### config.mk
export PLATFORM = sky130hd
export DESIGN_NAME = axi_lite_read_mux
export DESIGN_NICKNAME = d
export VERILOG_FILES = /design/src/design/axi_lite_mux_pkg.sv /design/src/design/read_order_if.sv /design/src/design/axi_lite_read_mux.sv /design/src/design/r_resp_router.sv /design/src/design/ar_spill_reg.sv /design/src/design/read_order_fifo.sv /design/src/design/ar_rr_arbiter.sv
export SDC_FILE = /design/constraint.sdc
export NUM_CORES = 1
export LEC_CHECK = 0
export ABC_CLOCK_PERIOD_IN_PS = 4500
export BUFFER_PORTS_ARGS = -buffer_cell sky130_fd_sc_hd__clkbuf_2
export CAP_MARGIN = 20
export CORE_AREA = 2 2 143 145
export DETAILED_ROUTE_END_ITERATION = 8
export DIE_AREA = 0 0 145 147
export GPL_TIMING_DRIVEN = 0
export PLACE_DENSITY_LB_ADDON = 0.08
export SYNTH_ARGS = -nofsm -noshare
export SYNTH_HDL_FRONTEND = slang
export SYNTH_SLANG_ARGS = --single-unit
export TNS_END_PERCENT = 10
### constraint.sdc
create_clock -name clk_i -period 4.5 [get_ports clk_i]
set_input_delay 0.9 -clock clk_i [delete_from_list [all_inputs] [get_ports clk_i]]
set_output_delay 0.9 -clock clk_i [all_outputs]
set_load 0.03 [all_outputs]
### src/design/axi_lite_mux_pkg.sv
package axi_lite_mux_pkg;

  // --------------------
  // Port count and depth
  // --------------------
  localparam int unsigned NUM_PORTS  = 4;
  // Reads in flight at most
  localparam int unsigned MAX_TRANS  = 4;

  // Channel field widths
  localparam int unsigned ADDR_W     = 32;
  localparam int unsigned DATA_W     = 32;
  localparam int unsigned PROT_W     = 3;
  localparam int unsigned RESP_W     = 2;

  // Derived widths
  localparam int unsigned SEL_W      = $clog2(NUM_PORTS);
  localparam int unsigned FIFO_CNT_W = $clog2(MAX_TRANS + 1);
  localparam int unsigned FIFO_PTR_W = $clog2(MAX_TRANS);

  // Upstream port index
  typedef logic [SEL_W-1:0] port_sel_t;

  // --------------------
  // Read channels
  // --------------------
  typedef struct packed {
    logic [ADDR_W-1:0] addr;
    logic [PROT_W-1:0] prot;
  } ar_chan_t;

  typedef struct packed {
    logic [DATA_W-1:0] data;
    logic [RESP_W-1:0] resp;
  } r_chan_t;

endpackage
### src/design/read_order_if.sv
`timescale 1ns/1ps

interface read_order_if import axi_lite_mux_pkg::*; ();

  // Issue side, one push per granted AR
  logic      push;
  port_sel_t push_sel;
  logic      full;

  // Return side, one pop per R beat
  logic      pop;
  port_sel_t head_sel;
  logic      empty;

  // AR arbiter
  modport issue (output push, output push_sel, input full);

  // Order FIFO
  modport fifo (
    input  push, input push_sel, input pop,
    output full, output head_sel, output empty
  );

  // R router
  modport ret (output pop, input head_sel, input empty);

endinterface

### src/design/axi_lite_read_mux.sv
`timescale 1ns/1ps

module axi_lite_read_mux import axi_lite_mux_pkg::*; (
  input  logic                              clk_i,
  input  logic                              rst_n_i,
  // Upstream AR ports
  input  logic [NUM_PORTS-1:0]              slv_ar_valid_i,
  input  logic [NUM_PORTS-1:0][ADDR_W-1:0]  slv_ar_addr_i,
  input  logic [NUM_PORTS-1:0][PROT_W-1:0]  slv_ar_prot_i,
  output logic [NUM_PORTS-1:0]              slv_ar_ready_o,
  // Upstream R ports
  output logic [NUM_PORTS-1:0]              slv_r_valid_o,
  output logic [NUM_PORTS-1:0][DATA_W-1:0]  slv_r_data_o,
  output logic [NUM_PORTS-1:0][RESP_W-1:0]  slv_r_resp_o,
  input  logic [NUM_PORTS-1:0]              slv_r_ready_i,
  // Master AR port
  output logic                              mst_ar_valid_o,
  output logic [ADDR_W-1:0]                 mst_ar_addr_o,
  output logic [PROT_W-1:0]                 mst_ar_prot_o,
  input  logic                              mst_ar_ready_i,
  // Master R port
  input  logic                              mst_r_valid_i,
  input  logic [DATA_W-1:0]                 mst_r_data_i,
  input  logic [RESP_W-1:0]                 mst_r_resp_i,
  output logic                              mst_r_ready_o
);

  // Per-port AR fields packed into channels
  ar_chan_t [NUM_PORTS-1:0] slv_ar_chan;

  // Arbiter to spill register
  logic     arb_valid;
  logic     arb_ready;
  ar_chan_t arb_chan;
  ar_chan_t mst_ar_chan;

  // R beats before and after routing
  r_chan_t  mst_r_chan;
  r_chan_t  slv_r_chan;

  // Issue order between AR and R
  read_order_if order_if ();

  // --------------------
  // Field packing
  // --------------------
  for (genvar i = 0; i < NUM_PORTS; i++) begin : gen_port_fields
    assign slv_ar_chan[i].addr = slv_ar_addr_i[i];
    assign slv_ar_chan[i].prot = slv_ar_prot_i[i];
    assign slv_r_data_o[i]     = slv_r_chan.data;
    assign slv_r_resp_o[i]     = slv_r_chan.resp;
  end

  assign mst_ar_addr_o   = mst_ar_chan.addr;
  assign mst_ar_prot_o   = mst_ar_chan.prot;
  assign mst_r_chan.data = mst_r_data_i;
  assign mst_r_chan.resp = mst_r_resp_i;

  // --------------------
  // AR path
  // --------------------
  ar_rr_arbiter ar_rr_arbiter_i (
    .clk_i   (clk_i),
    .rst_n_i (rst_n_i),
    .req_i   (slv_ar_valid_i),
    .chan_i  (slv_ar_chan),
    .gnt_o   (slv_ar_ready_o),
    .valid_o (arb_valid),
    .chan_o  (arb_chan),
    .ready_i (arb_ready),
    .order   (order_if.issue)
  );

  ar_spill_reg ar_spill_reg_i (
    .clk_i   (clk_i),
    .rst_n_i (rst_n_i),
    .valid_i (arb_valid),
    .ready_o (arb_ready),
    .data_i  (arb_chan),
    .valid_o (mst_ar_valid_o),
    .ready_i (mst_ar_ready_i),
    .data_o  (mst_ar_chan)
  );

  read_order_fifo read_order_fifo_i (
    .clk_i   (clk_i),
    .rst_n_i (rst_n_i),
    .order   (order_if.fifo)
  );

  // --------------------
  // R path
  // --------------------
  r_resp_router r_resp_router_i (
    .mst_valid_i (mst_r_valid_i),
    .mst_chan_i  (mst_r_chan),
    .mst_ready_o (mst_r_ready_o),
    .slv_valid_o (slv_r_valid_o),
    .slv_chan_o  (slv_r_chan),
    .slv_ready_i (slv_r_ready_i),
    .order       (order_if.ret)
  );

endmodule

### src/design/r_resp_router.sv
`timescale 1ns/1ps

module r_resp_router import axi_lite_mux_pkg::*; (
  // Master R channel
  input  logic                 mst_valid_i,
  input  r_chan_t              mst_chan_i,
  output logic                 mst_ready_o,
  // Upstream R ports
  output logic [NUM_PORTS-1:0] slv_valid_o,
  output r_chan_t              slv_chan_o,
  input  logic [NUM_PORTS-1:0] slv_ready_i,
  // Order FIFO pop side
  read_order_if.ret            order
);

  // Beat goes to all ports, valid only at the head port
  assign slv_chan_o = mst_chan_i;

  for (genvar i = 0; i < NUM_PORTS; i++) begin : gen_slv_valid
    assign slv_valid_o[i] = mst_valid_i & ~order.empty &
                            (order.head_sel == port_sel_t'(i));
  end

  // No beat accepted without an issued read
  assign mst_ready_o = ~order.empty & slv_ready_i[order.head_sel];

  // One beat retires one entry
  assign order.pop   = mst_valid_i & mst_ready_o;

endmodule

### src/design/ar_spill_reg.sv
`timescale 1ns/1ps

module ar_spill_reg import axi_lite_mux_pkg::*; (
  input  logic     clk_i,
  input  logic     rst_n_i,
  // Upstream side
  input  logic     valid_i,
  output logic     ready_o,
  input  ar_chan_t data_i,
  // Downstream side
  output logic     valid_o,
  input  logic     ready_i,
  output ar_chan_t data_o
);

  // Slot A drives the output, slot B catches the overflow
  logic     a_full_q;
  logic     b_full_q;
  ar_chan_t a_data_q;
  ar_chan_t b_data_q;

  logic     in_xfer;
  logic     out_xfer;

  // Ready is a flop output only
  assign ready_o  = ~b_full_q;
  assign valid_o  = a_full_q;
  assign data_o   = a_data_q;

  assign in_xfer  = valid_i & ready_o;
  assign out_xfer = a_full_q & ready_i;

  // --------------------
  // Slot occupancy
  // --------------------
  always_ff @(posedge clk_i or negedge rst_n_i) begin
    if (!rst_n_i) begin
      a_full_q <= 1'b0;
      b_full_q <= 1'b0;
    end else if (b_full_q) begin
      // B moves up into A once A drains
      if (out_xfer) b_full_q <= 1'b0;
    end else if (in_xfer) begin
      // A busy and stalled, park in B
      if (a_full_q && !ready_i) b_full_q <= 1'b1;
      a_full_q <= 1'b1;
    end else if (out_xfer) begin
      a_full_q <= 1'b0;
    end
  end

  // --------------------
  // Payload
  // --------------------
  always_ff @(posedge clk_i) begin
    if (b_full_q) begin
      if (out_xfer) a_data_q <= b_data_q;
    end else if (in_xfer) begin
      if (a_full_q && !ready_i) b_data_q <= data_i;
      else a_data_q <= data_i;
    end
  end

endmodule

### src/design/read_order_fifo.sv
`timescale 1ns/1ps

module read_order_fifo import axi_lite_mux_pkg::*; (
  input  logic        clk_i,
  input  logic        rst_n_i,
  read_order_if.fifo  order
);

  // Issued port indices
  port_sel_t mem_q [MAX_TRANS];

  // Pointers and fill level
  logic [FIFO_PTR_W-1:0] wr_ptr_q;
  logic [FIFO_PTR_W-1:0] rd_ptr_q;
  logic [FIFO_CNT_W-1:0] cnt_q;

  // Status from the fill count
  assign order.full     = (cnt_q == FIFO_CNT_W'(MAX_TRANS));
  assign order.empty    = (cnt_q == '0);
  assign order.head_sel = mem_q[rd_ptr_q];

  // --------------------
  // Write side
  // --------------------
  always_ff @(posedge clk_i) begin
    if (order.push) begin
      mem_q[wr_ptr_q] <= order.push_sel;
    end
  end

  // --------------------
  // Pointers and count
  // --------------------
  always_ff @(posedge clk_i or negedge rst_n_i) begin
    if (!rst_n_i) begin
      wr_ptr_q <= '0;
      rd_ptr_q <= '0;
      cnt_q    <= '0;
    end else begin
      if (order.push) begin
        // Wrap at the last entry
        if (wr_ptr_q == FIFO_PTR_W'(MAX_TRANS - 1)) wr_ptr_q <= '0;
        else wr_ptr_q <= wr_ptr_q + 1'b1;
      end
      if (order.pop) begin
        if (rd_ptr_q == FIFO_PTR_W'(MAX_TRANS - 1)) rd_ptr_q <= '0;
        else rd_ptr_q <= rd_ptr_q + 1'b1;
      end
      // Push and pop together leave the level unchanged
      if (order.push && !order.pop) begin
        cnt_q <= cnt_q + 1'b1;
      end else if (order.pop && !order.push) begin
        cnt_q <= cnt_q - 1'b1;
      end
    end
  end

endmodule

### src/design/ar_rr_arbiter.sv
`timescale 1ns/1ps

module ar_rr_arbiter import axi_lite_mux_pkg::*; (
  input  logic                     clk_i,
  input  logic                     rst_n_i,
  // Upstream AR ports
  input  logic     [NUM_PORTS-1:0] req_i,
  input  ar_chan_t [NUM_PORTS-1:0] chan_i,
  output logic     [NUM_PORTS-1:0] gnt_o,
  // Toward the spill register
  output logic                     valid_o,
  output ar_chan_t                 chan_o,
  input  logic                     ready_i,
  // Order FIFO push side
  read_order_if.issue              order
);

  // Last granted port, start of the next search
  port_sel_t last_q;
  // Held decision while the output stalls
  logic      lock_q;
  port_sel_t lock_sel_q;

  // Round-robin pick
  port_sel_t rr_sel;
  logic      rr_found;

  // Final decision
  port_sel_t sel;
  logic      xfer;

  // --------------------
  // Round-robin search
  // --------------------
  always_comb begin
    rr_found = 1'b0;
    rr_sel   = last_q;
    // Scan from the port after the last grant, wrapping
    for (int unsigned i = 1; i <= NUM_PORTS; i++) begin
      if (!rr_found && req_i[(int'(last_q) + i) % NUM_PORTS]) begin
        rr_found = 1'b1;
        rr_sel   = port_sel_t'((int'(last_q) + i) % NUM_PORTS);
      end
    end
  end

  // Locked choice wins over a fresh search
  assign sel = lock_q ? lock_sel_q : rr_sel;

  // No issue while the order FIFO has no room
  assign valid_o = (lock_q | rr_found) & ~order.full;
  assign chan_o  = chan_i[sel];
  assign xfer    = valid_o & ready_i;

  // Ready back to the granted port only
  always_comb begin
    gnt_o = '0;
    if (xfer) begin
      gnt_o[sel] = 1'b1;
    end
  end

  // Record the issued index
  assign order.push     = xfer;
  assign order.push_sel = sel;

  // --------------------
  // Pointer and lock
  // --------------------
  always_ff @(posedge clk_i or negedge rst_n_i) begin
    if (!rst_n_i) begin
      // Port 0 comes first after reset
      last_q     <= port_sel_t'(NUM_PORTS - 1);
      lock_q     <= 1'b0;
      lock_sel_q <= '0;
    end else begin
      if (xfer) begin
        last_q <= sel;
        lock_q <= 1'b0;
      end else if (valid_o) begin
        // Stalled offer, keep it until taken
        lock_q     <= 1'b1;
        lock_sel_q <= sel;
      end
    end
  end

endmodule

Word level (Yosys, flattened, before mapping):

Memories as Yosys holds them, arrays and structs flattened.
Cells that the tools add are included.

* mux-type cells: 42
* magnitude comparators: 7
* eq/ne operators: 8
* bitwise operators: 15
* add/subtract/negate cells: 8
* reductions and logical operators: 23

Operators with widths (count)
* 35-bit two-way mux: 5
* 35-bit binary-select mux with 2-bit select: 1
* 1-bit two-way mux: 20
* 2-bit by 3-bit < comparator with 1-bit output, second input constant: 6
* 2-bit two-way mux: 7
* 1-bit AND: 10
* 1-bit binary-select mux with 2-bit select: 5
* 2-bit by 1-bit adder with 2-bit output, second input constant: 4
* 2-bit == test, second input constant: 4
* 2-bit nonzero test: 4
* 1-bit logical AND: 7
* 1-bit logical NOT: 6
* 3-bit two-way mux: 2
* 3-bit AND reduction: 2
* 2-bit adder, second input constant: 2
* 4-bit two-way mux: 1
* 1-bit inverter: 4
* 2-bit AND reduction: 2
* 3-bit by 1-bit adder with 3-bit output, second input constant: 1
* 3-bit == test, second input constant: 1
* 3-bit logical NOT: 1
* 3-bit by 1-bit subtractor with 3-bit output, second input constant: 1
* 1-bit demux with 2-bit select: 1
* 2-bit by 1-bit == test with 1-bit output, second input constant: 1
* other kinds (5): 5

* output and inout port bits: 181
* memories: 1
* memory bits (writable): 8
* bits of input ports: 186
* word-level logic and storage cells: 116
* flip-flop bits (word level): 84

Memories
* read_order_fifo_i.mem_q: depth 4, width 2, rd ports 1, clocked after Yosys merged registers in 0, write ports 1, line read_order_fifo.sv:10 `port_sel_t mem_q [MAX_TRANS];`

Logic depth before layout (Yosys ltp):

Gate-level depths: netlist of the first run.

* depth after elaboration: 20
* depth in mapped cells: 10
* gate-level depth less buffers: 9

By module:

Synthesis of the first run repeated with hierarchy kept, for this count alone.

* cell total of the unflattened synthesis: 567
* area, all modules: 6037.0 um^2

By module, submodules not included
* ar_spill_reg: area an instance 2651.3 um^2, sequential area each 2152.1 um^2, instances 1, cells each 121
* ar_rr_arbiter: area an instance 1582.8 um^2, sequential area each 127.6 um^2, instances 1, cells each 256
* axi_lite_read_mux: area an instance 765.7 um^2, sequential area each 0.0 um^2, instances 1, cells each 102
* read_order_fifo: area an instance 703.2 um^2, sequential area each 415.4 um^2, instances 1, cells each 47
* r_resp_router: area an instance 334.1 um^2, sequential area each 0.0 um^2, instances 1, cells each 41

Least setup slack after synthesis of the first run:

Ideal clock, no wire load.

* kind: input to register
* start: in slv_ar_valid_i[2]
* end: reg ar_spill_reg_i.a_data_q, in the netlist ar_spill_reg_i.data_o[0] (enable)
* slack: 0.788 ns
* library setup time: 0.439 ns
* arrival: 3.273 ns
* buffers on the path: 1
* stages: 6
* required time: 4.061 ns
* cell sequence: or4_1 > o2bb2ai_1 > nor2_1 > clkbuf_1 > a21oi_1 > a21oi_1

* longest elaborated chain between the ends: 17
* elaborated cells on any way between the ends: 23
* those cells by class: mux: 12; bitwise: 3; reduce/logical: 8

RTL lines
* start, declared: line axi_lite_read_mux.sv:7 `input logic [NUM_PORTS-1:0] slv_ar_valid_i,`
* 1-bit binary-select mux with 2-bit select: line ar_rr_arbiter.sv:40 `if (!rr_found && req_i[(int'(last_q) + i) % NUM_PORTS]) begin`
* 1-bit two-way mux (not written as such): line ar_rr_arbiter.sv:40
* 1-bit two-way mux: line ar_rr_arbiter.sv:40
* 1-bit logical NOT: line ar_rr_arbiter.sv:40
* 1-bit logical AND: line ar_rr_arbiter.sv:40
* 1-bit two-way mux: line ar_rr_arbiter.sv:40
* 1-bit logical NOT: line ar_rr_arbiter.sv:40
* 1-bit logical AND: line ar_rr_arbiter.sv:40
* (+2 left out)
* 1-bit logical AND: line ar_rr_arbiter.sv:40
* 1-bit two-way mux *: line ar_rr_arbiter.sv:40
* 1-bit bitwise OR *: line ar_rr_arbiter.sv:51 `assign valid_o = (lock_q | rr_found) & ~order.full;`
* 1-bit AND *: line ar_rr_arbiter.sv:51
* 1-bit AND *
* via ar_rr_arbiter_i.order.push: line read_order_if.sv:16 `modport issue (output push, output push_sel, input full);`
* 2-bit nonzero test (no line) *
* 3-bit AND reduction (no line) *
* end signal, assigned: line ar_spill_reg.sv:57 `if (out_xfer) a_data_q <= b_data_q;`
* end signal, assigned: line ar_spill_reg.sv:60 `else a_data_q <= data_i;`
* end, declared: line ar_spill_reg.sv:19 `ar_chan_t a_data_q;`

Mark *: on every way through the listed nets, which the timed path passes. The rest lies on a longest branch. The select of a mux whose other input is x is not followed.
A chain may end at the register's enable or synchronous reset.

Worst setup path after layout of the first run:

* start: in slv_ar_valid_i[3]
* end: out slv_ar_ready_o[0]

* longest elaborated chain between the ends: 18
* elaborated cells on any way between the ends: 32
* those cells by class: order compare: 2; mux: 20; bitwise: 3; reduce/logical: 7

RTL lines
* 1-bit binary-select mux with 2-bit select: line ar_rr_arbiter.sv:40
* 1-bit two-way mux (not written as such): line ar_rr_arbiter.sv:40
* 1-bit two-way mux: line ar_rr_arbiter.sv:40
* 1-bit logical NOT: line ar_rr_arbiter.sv:40
* 1-bit logical AND: line ar_rr_arbiter.sv:40
* 1-bit two-way mux: line ar_rr_arbiter.sv:40
* 1-bit logical NOT: line ar_rr_arbiter.sv:40
* 1-bit logical AND: line ar_rr_arbiter.sv:40
* (+3 left out)
* 2-bit two-way mux *: line ar_rr_arbiter.sv:40
* 2-bit two-way mux *: line ar_rr_arbiter.sv:48 `assign sel = lock_q ? lock_sel_q : rr_sel;`
* via ar_rr_arbiter_i.order.push_sel[0]: line read_order_if.sv:16
* 2-bit by 3-bit < comparator with 1-bit output (not written as such) or 2-bit by 1-bit >= comparator with 1-bit output (tied branches): line ar_rr_arbiter.sv:59 `gnt_o[sel] = 1'b1;`
* 1-bit logical AND (not written as such): line ar_rr_arbiter.sv:59
* 1-bit two-way mux (not written as such): line ar_rr_arbiter.sv:59
* 1-bit demux with 2-bit select *
* 4-bit two-way mux *: line ar_rr_arbiter.sv:58 `if (xfer) begin`
* end, declared: line axi_lite_read_mux.sv:10 `output logic [NUM_PORTS-1:0] slv_ar_ready_o,`

Marked as above.

==> summary.md, run 1 <==
| Metric | Value |
|---|---|
| Setup skew after layout | 0.0118 ns |
| Cells along the critical path | clkbuf_2, nor2b_1, o21ai_1, nand3_1, mux2i_1, inv_1, nor2_1, clkbuf_2 |
| Most area-consuming cells after synthesis | sky130_fd_sc_hd__edfxtp_1, sky130_fd_sc_hd__buf_4, sky130_fd_sc_hd__mux4_2 |
| Top routing layer used | met4 |
| FILL cells | 1,895 |
| Metal-1 WL | 11,600 microns |
| Via count of the first global-routing pass | 7,599 |
| Share of post-route cells with drive strength above 1 | 0.516 |
| CTS H-tree depth | 3 |
| Adder-cell share of the synthesized area | 0.0118 |
| Die Y | 147 microns |
| Required time of the critical path | 3.60 ns |
| Routed wire length | 28,900 microns |
| Proportion of register bits with asynchronous set or reset after synthesis | 0.152 |
| Global-route usage over all layers | 0.265 |
| Maximum fanout along the worst path | 9 |
| Net count, final | 1,311 |
| Final setup violation count | 0 |
| Simple-gate share of the synthesized area | 0.114 |
| Most prevalent standard cell on the critical path | sky130_fd_sc_hd__clkbuf_2 |
| Deepest clock path buffer count | 2 |
| Routed via count | 7,624 |
| Shortest clock period the worst path allows after layout | 3.83 ns |
| Combinational share of power | 0.644 |
| Maximum ir drop on the vdd rail | 245 uV |
| Period utilization | 0.850 |
| Share of the synthesized area in compound gates (AO/OA/AOI/OAI) | 0.212 |
| Cell Area, Synth | 8040 sq um |
| Net load switching power | 3.36 mW |
| Worst slew pin tran | 0.868 ns |
| Drt via density | 5.47 |
| Placer congestion estimate | 0.839 |
| Global route total overflow | 0 |
| Post-synthesis cell type with the largest combined area | sky130_fd_sc_hd__edfxtp_1 |
| Clock tree from TritonCTS | yes |
| Number of warnings printed during yosys synthesis | 0 |
| Main combinational cell family by area after synthesis | compound AO/OA/AOI/OAI gates |
| Num ports | 367 |
| Slowest library cell on the worst path | sky130_fd_sc_hd__o21ai_1 |
| Status | completed |
| Starting Density | 0.405 |
| Non-filler instance count after layout | 1,394 |
| Proportion of synthesized area in mux cells | 0.158 |
| Iteration-0 DRC count of the detailed router | 424 |
| Largest net degree at the start of global routing | 27 |
| Number of nets with antenna violations after routing | 0 |
| R2R Setup Slk | 1.76 ns |
| Clock tree root driver cell | sky130_fd_sc_hd__clkbuf_16 |
| Total of max-cap violations | 0 |
| Met3 layer wire length in the routed design | 2180 microns |
| Switching fraction of total power | 0.483 |
| Quantity of gates resized following cts | 0 |
| Clock transition time at the flip-flop clock pins of the worst setup and hold paths | 0.07 ns |
| Post-synth top flop | sky130_fd_sc_hd__edfxtp_1 |
| Worst relative slew slack | 0.417 |
| Area fraction of the dominant cell type after synthesis | 0.291 |
| Die footprint | 21,300 sq um |
| Antenna violations before repair | 1 |
| Count of state elements after synthesis | 92 |
| RSZ-0062 raised after global routing | no |
| Hold WC Path Type | primary input to async pin |
| Synth unique cells | 47 |
| Number of CTS-inserted buffers | 9 |
| Power share of the sequential group | 0.248 |
| Crit Path Category | primary input to output pin |
| Relative contribution of the clock network to total power | 0.108 |
| Share of the yosys chip area belonging to registers | 0.335 |
| Highest achievable clock rate | 0.261 GHz |
| Wire length of the first global-routing pass | 43,600 microns |
| Post-cts hold buffer count | 0 |
| Largest stage delay on the critical path | 0.64 ns |
| Core area | 19,800 sq um |
| DRC violation count after routing | 0 |
| Buffers added on ports | 332 |
| Routed length on met2 | 14,200 microns |
| Number of max-slew violations in the final report | 0 |
| Count of endpoints failing hold in the final timing report | 0 |
| Internal power | 3.59 mW |
| Total power per unit cell area | 668 nW/um^2 |
| Post-synthesis xor/xnor area fraction | 0.00327 |
| Post-Place Cells | 1,377 |
| Commonest cells post-synth | sky130_fd_sc_hd__buf_4, sky130_fd_sc_hd__edfxtp_1, sky130_fd_sc_hd__a21boi_0 |
| Die Width | 145 microns |
| WL per Instance | 20.7 microns |
| Post-synthesis cell count | 772 |
| Number of nets produced by synthesis | 965 |
| First-pass DRT Iterations | 6 |
| Endpoint arrival time on the critical path | 2.93 ns |
| Endpoint kind of the worst setup timing path | output pin |
| Number of standard-cell rows in the floorplan | 52 |
| Half-perimeter wire length of the detailed placement result | 21,900 microns |
| Layout-stage area growth over the synthesis result | 29.4% |
| Setup fix buffers added after clock tree synthesis | 0 |
| EDFF count, synth | 78 |
| Static leakage | 4.75 nW |
| Skew-Pair Late Insertion Delay | 0.36 ns |
| Most frequent cell after synthesis | sky130_fd_sc_hd__buf_4 |
| Mean post-synth cell area | 10.4 sq um |
| Number of sinks driven by the clock tree | 92 |
| Summed negative setup slack over all endpoints | 0 ns |
| Crit start category | primary input |
## power by group through the flow
stage / Combinational (mW) / Clock [mW] / Sequential (mW)
after global placement: 4.34 / 0 / 1.76
after CTS: 4.49 / 0.765 / 1.73
after detailed placement: 4.46 / 0 / 1.74
final: 4.48 / 0.750 / 1.72
after global routing: 4.82 / 0.791 / 1.76
after floorplan: 2.83 / 0 / 2.07
## worst paths after layout
kind	cells after the start	to	start
worst max-delay path	8	slv_ar_ready_o[0]	slv_ar_valid_i[3]
worst min-delay path	1	ar_rr_arbiter_i.lock_sel_q[1]$_DFFE_PN0P_	rst_n_i
worst max register to register	9	read_order_fifo_i.cnt_q[2]$_DFFE_PN0P_	read_order_fifo_i.rd_ptr_q[0]$_DFFE_PN0P_
worst min register to register	1	read_order_fifo_i.cnt_q[2]$_DFFE_PN0P_	read_order_fifo_i.cnt_q[2]$_DFFE_PN0P_
max in group asynchronous	1	ar_rr_arbiter_i.last_q[0]$_DFFE_PN1P_	rst_n_i
min in group clk_i	1	read_order_fifo_i.cnt_q[2]$_DFFE_PN0P_	read_order_fifo_i.cnt_q[2]$_DFFE_PN0P_
## through the flow
step	hold WS (ns)	total power, mW	setup WS [ns]	util	instance area, sq um
final	0.442	6.95	0.674	0.524	10400
after global routing	0.466	7.37	0.479	0.524	10400
after CTS	0.448	6.98	0.702	0.524	10400
after detailed placement	0.545	6.20	0.695	0.510	10100
after global placement	0.539	6.10	-1.04	0.506	10000
after floorplan	0.503	4.90	0.788	-	8040
## routing by layer
| metal | track usage | up-vias |
|---|---|---|
| met3 | 0.0559 | 51 |
| met2 | 0.452 | 400 |
| met4 | 0.0916 | 0 |
| li1 | - | 3496 |
| met1 | 0.337 | 3677 |
| met5 | 0 | - |
## flip-flops by register name, summed over array words and instances, names as in the netlist
signal / count
read_order_fifo_i.wr_ptr_q: 2
read_order_fifo_i.rd_ptr_q: 2
read_order_fifo_i.cnt_q: 3
ar_rr_arbiter_i.lock_sel_q: 2
ar_spill_reg_i.valid_o: 1
ar_spill_reg_i.b_full_q: 1
ar_spill_reg_i.data_o: 35
ar_rr_arbiter_i.lock_q: 1
ar_rr_arbiter_i.last_q: 2
ar_spill_reg_i.b_data_q: 35
read_order_fifo_i.mem_q: 8
## cells in the final DEF (no fill, tap or decap), drive strengths merged
cell type | synthesis | layout
o2bb2ai | 1 | 1
ha | 6 | 6
dfrtp | 12 | 12
nor3b | 1 | 1
a21boi | 70 | 70
inv | 7 | 9
or4 | 1 | 1
and3 | 7 | 7
o21ai | 6 | 6
nand2b | 3 | 3
nand2 | 46 | 46
o21a | 2 | 2
mux2 | 4 | 4
clkbuf | 47 | 388
o31ai | 36 | 36
or2 | 2 | 2
and2 | 1 | 1
a21o | 37 | 37
nor3 | 3 | 3
a2bb2oi | 1 | 1
xnor2 | 1 | 1
buf | 154 | 157
a211o | 1 | 1
diode | 0 | 1
nor2b | 4 | 4
edfxtp | 78 | 78
nand4 | 36 | 36
mux2i | 36 | 36
nor2 | 46 | 46
fa | 1 | 1
or3 | 1 | 1
xor2 | 2 | 2
clkinv | 0 | 5
a41oi | 35 | 35
a21oi | 6 | 6
nand3 | 38 | 38
dfstp | 2 | 2
mux4 | 38 | 38
## cell type report
type / instances / area [sq um] / share of cell area
Multi-Input combinational cell: 472 / 4020 / 0.386
Sequential cell: 92 / 2700 / 0.259
Timing Repair Buffer: 335 / 1740 / 0.167
Buffer: 201 / 1310 / 0.126
Tap cell: 270 / 338 / 0.0325
Clock buffer: 9 / 225 / 0.0216
Clock inverter: 7 / 51.3 / 0.00493
Inverter: 7 / 26.3 / 0.00252
Antenna cell: 1 / 2.50 / 0.000240
## critical path, delay by kind of cell
kind / cells / cell delay, ns
AO/OA/AOI/OAI: 1 / 0.64
buffers and inverters: 3 / 0.56
multiplexers: 1 / 0.36
AND/OR/NAND/NOR: 3 / 0.45
## cell families (layout without fill, tap and decap cells)
kind of cell	Yosys count	count (layout)
multiplexers	78	78
other	0	1
flip-flops	92	92
AND/OR/NAND/NOR	189	189
adder cells (fa/ha/maj)	7	7
buffers and inverters	208	559
AO/OA/AOI/OAI	195	195
XOR/XNOR	3	3
Power figures use the tool's default switching activity.
==> run 2, diff against run 1 <==
ABC_CLOCK_PERIOD_IN_PS = 3500   (was 4500)
clock period = 3.5 ns   (was 4.5 ns; I/O delays follow)
==> run 2 against run 1 <==
Effect of this change:
- sequential share of layout area barely moved
- cell count barely moved
- non-clock buffer count down 1
- highest routed layer unchanged
- global-route usage shrank 0.53 points
- first-iteration DRC count increased by 26%
- utilization fell by 0.082 points
- setup slack got worse by 0.56 ns
- critical path type is now flop to output pin
- routed wire length decreased by 0.51%
==> summary.md, run 2 (synthesized netlist as in run 1, its figures left out) <==
| Metric | Value |
|---|---|
| Total power per unit cell area | 858 nW/um^2 (+29%) |
| Worst path buffer plus inverter count | 4 (+1) |
| Buffers added on ports | 332 (unchanged) |
| Crit path max-delay family | buffers and inverters |
| Half-perimeter wire length of the detailed placement result | 21,700 microns (-0.82%) |
| Largest net degree at the start of global routing | 26 (-3.7%) |
| Routed via count | 7,521 (-1.4%) |
| Crit Path Category | flop to output pin |
| Clock tree from TritonCTS | yes |
| Most prevalent standard cell on the critical path | sky130_fd_sc_hd__clkbuf_1 |
| Clock tree root driver cell | sky130_fd_sc_hd__clkbuf_16 |
| Endpoint arrival time on the critical path | 2.68 ns (-0.25 ns) |
| Core area | 19,800 sq um (unchanged) |
| Antenna violations before repair | 1 (unchanged) |
| Skew-Pair Late Insertion Delay | 0.36 ns (about the same) |
| Die Width | 145 microns (unchanged) |
| DRC violation count after routing | 0 (unchanged) |
| Die footprint | 21,300 sq um (unchanged) |
| Crit start category | flop |
| Period utilization | 0.966 |
| Quantity of gates resized following cts | 0 (unchanged) |
| Routed wire length | 28,700 microns (-0.51%) |
| Slowest library cell on the worst path | sky130_fd_sc_hd__clkbuf_1 |
| Largest stage delay on the critical path | 0.58 ns (-0.06 ns) |
| Total of max-cap violations | 0 (unchanged) |
| Post-cts hold buffer count | 0 (unchanged) |
| Endpoint kind of the worst setup timing path | output pin |
| Layout-stage area growth over the synthesis result | 29.2% |
| Setup fix buffers added after clock tree synthesis | 0 (unchanged) |
| Count of endpoints failing hold in the final timing report | 0 (unchanged) |
| Maximum ir drop on the vdd rail | 296 uV (+21%) |
| Final setup violation count | 0 (unchanged) |
| Die Y | 147 microns (unchanged) |
| WL per Instance | 20.6 microns (-0.44%) |
| Global route total overflow | 0 (unchanged) |
| Drt via density | 5.40 (-1.3%) |
| Worst relative slew slack | 0.433 (+0.0163) |
| Number of sinks driven by the clock tree | 92 (unchanged) |
| Highest achievable clock rate | 0.296 GHz |
| Summed negative setup slack over all endpoints | 0 ns (unchanged) |
| CTS H-tree depth | 3 (unchanged) |
| Number of nets with antenna violations after routing | 0 (unchanged) |
| Final critical-path setup slack | 0.117 ns (-0.556 ns) |
| Wire length of the first global-routing pass | 42,500 microns (-2.6%) |
| Clock transition time at the flip-flop clock pins of the worst setup and hold paths | 0.08 ns (about the same) |
| Deepest clock path buffer count | 2 (unchanged) |
| Number of CTS-inserted buffers | 9 (unchanged) |
| Status | completed |
| Placement Setup Slack | 0.115 ns (-0.580 ns) |
| Setup skew after layout | 0.00991 ns (-0.00192 ns) |
| Maximum fanout along the worst path | 10 (+1) |
| Global-route usage over all layers | 0.260 (-0.00531) |
| Commonest non-fill, non-tap cell in the layout | sky130_fd_sc_hd__clkbuf_2 |
| Starting Density | 0.405 (unchanged) |
| Share of post-route cells with drive strength above 1 | 0.516 (about the same) |
| Iteration-0 DRC count of the detailed router | 533 (+26%) |
| Worst slew pin tran | 0.851 ns (-0.0170 ns) |
| Cells along the critical path | clkbuf_1, clkbuf_1, mux2i_1, inv_1, nor2_1, clkbuf_2 |
| Placer congestion estimate | 0.866 (+3.2%) |
| Number of standard-cell rows in the floorplan | 52 (unchanged) |
| Number of max-slew violations in the final report | 0 (unchanged) |
| Net count, final | 1,310 (-0.076%) |
| Hold WC Path Type | primary input to async pin |
| Via count of the first global-routing pass | 7,362 (-3.1%) |
| Required time of the critical path | 2.80 ns (-0.80 ns) |
| Shortest clock period the worst path allows after layout | 3.38 ns |
| Num ports | 367 (unchanged) |
| RSZ-0062 raised after global routing | no |
| Static leakage | 4.74 nW (-0.19%) |
| Commonest cells after routing, fill and taps aside | sky130_fd_sc_hd__clkbuf_2, sky130_fd_sc_hd__buf_4, sky130_fd_sc_hd__edfxtp_1, sky130_fd_sc_hd__a21boi_0, sky130_fd_sc_hd__clkbuf_1 |
| First-pass DRT Iterations | 5 (-1) |
[run 2: power by group]
part	switching, mW	total (mW)	internal [mW]
Sequential	0.208	2.21	2.00
Clock	0.512	1.02	0.503
Combinational	3.61	5.69	2.08
Total	4.33	8.92	4.59
[run 2: area by class of cell]
type	count	area [sq um]
fill	1912	9450
multi-input combinational	472	4030
sequential	92	2700
timing repair buffer	334	1700
buffer	201	1310
tap	270	338
clock buffer	9	225
clock inverter	7	66.3
inverter	7	26.3
antenna	1	2.50
[run 2: worst register-to-register path, stage by stage (launching register included)]
cell and delay (ns):
sky130_fd_sc_hd__dfrtp_1 0.44, sky130_fd_sc_hd__mux4_2 0.60, sky130_fd_sc_hd__mux4_2 0.50, sky130_fd_sc_hd__nand2_4 0.12, sky130_fd_sc_hd__ha_1 0.18, sky130_fd_sc_hd__inv_1 0.06, sky130_fd_sc_hd__fa_1 0.37, sky130_fd_sc_hd__xor2_1 0.15
sky130_fd_sc_hd__nor2_1 0.11, sky130_fd_sc_hd__xor2_1 0.14
[run 2: path summary, 6_finish.rpt]
| kind | from | end | slack (ns) | depth (start not counted) |
|---|---|---|---|---|
| max in group asynchronous | rst_n_i | ar_rr_arbiter_i.last_q[0]$_DFFE_PN1P_ | 2.93 | 1 |
| worst max register to register | read_order_fifo_i.rd_ptr_q[0]$_DFFE_PN0P_ | read_order_fifo_i.cnt_q[2]$_DFFE_PN0P_ | 0.76 | 9 |
| worst max-delay path | ar_rr_arbiter_i.lock_sel_q[0]$_DFFE_PN0P_ | slv_ar_ready_o[0] | 0.12 | 6 |
| worst min register to register | read_order_fifo_i.cnt_q[2]$_DFFE_PN0P_ | read_order_fifo_i.cnt_q[2]$_DFFE_PN0P_ | 0.55 | 1 |
| worst min-delay path | rst_n_i | read_order_fifo_i.wr_ptr_q[1]$_DFFE_PN0P_ | 0.25 | 1 |
| min in group clk_i | mst_ar_ready_i | ar_spill_reg_i.b_full_q$_DFF_PN0_ | 0.54 | 2 |
[run 2: stage by stage]
step | instances | cell area [sq um] | util | hold slack, ns | power (mW)
2_1_floorplan | 772 | 8050 | - | 0.404 | 6.30
3_3_place_gp | 1374 | 10000 | 0.506 | 0.540 | 7.82
3_5_place_dp | 1376 | 10100 | 0.509 | 0.541 | 7.90
4_1_cts | 1392 | 10400 | 0.523 | 0.249 | 8.94
5_1_grt | 1393 | 10400 | 0.524 | 0.270 | 9.46
6_report | 1393 | 10400 | 0.524 | 0.246 | 8.92
[run 2: per-layer routing]
layer | part of all wire | up-vias | global-route usage
met2 | 0.50 | 348 | 0.445
met5 | 0 | - | 0
met4 | 0.023 | 0 | 0.0827
met3 | 0.062 | 48 | 0.0472
met1 | 0.42 | 3628 | 0.337
li1 | - | 3497 | -
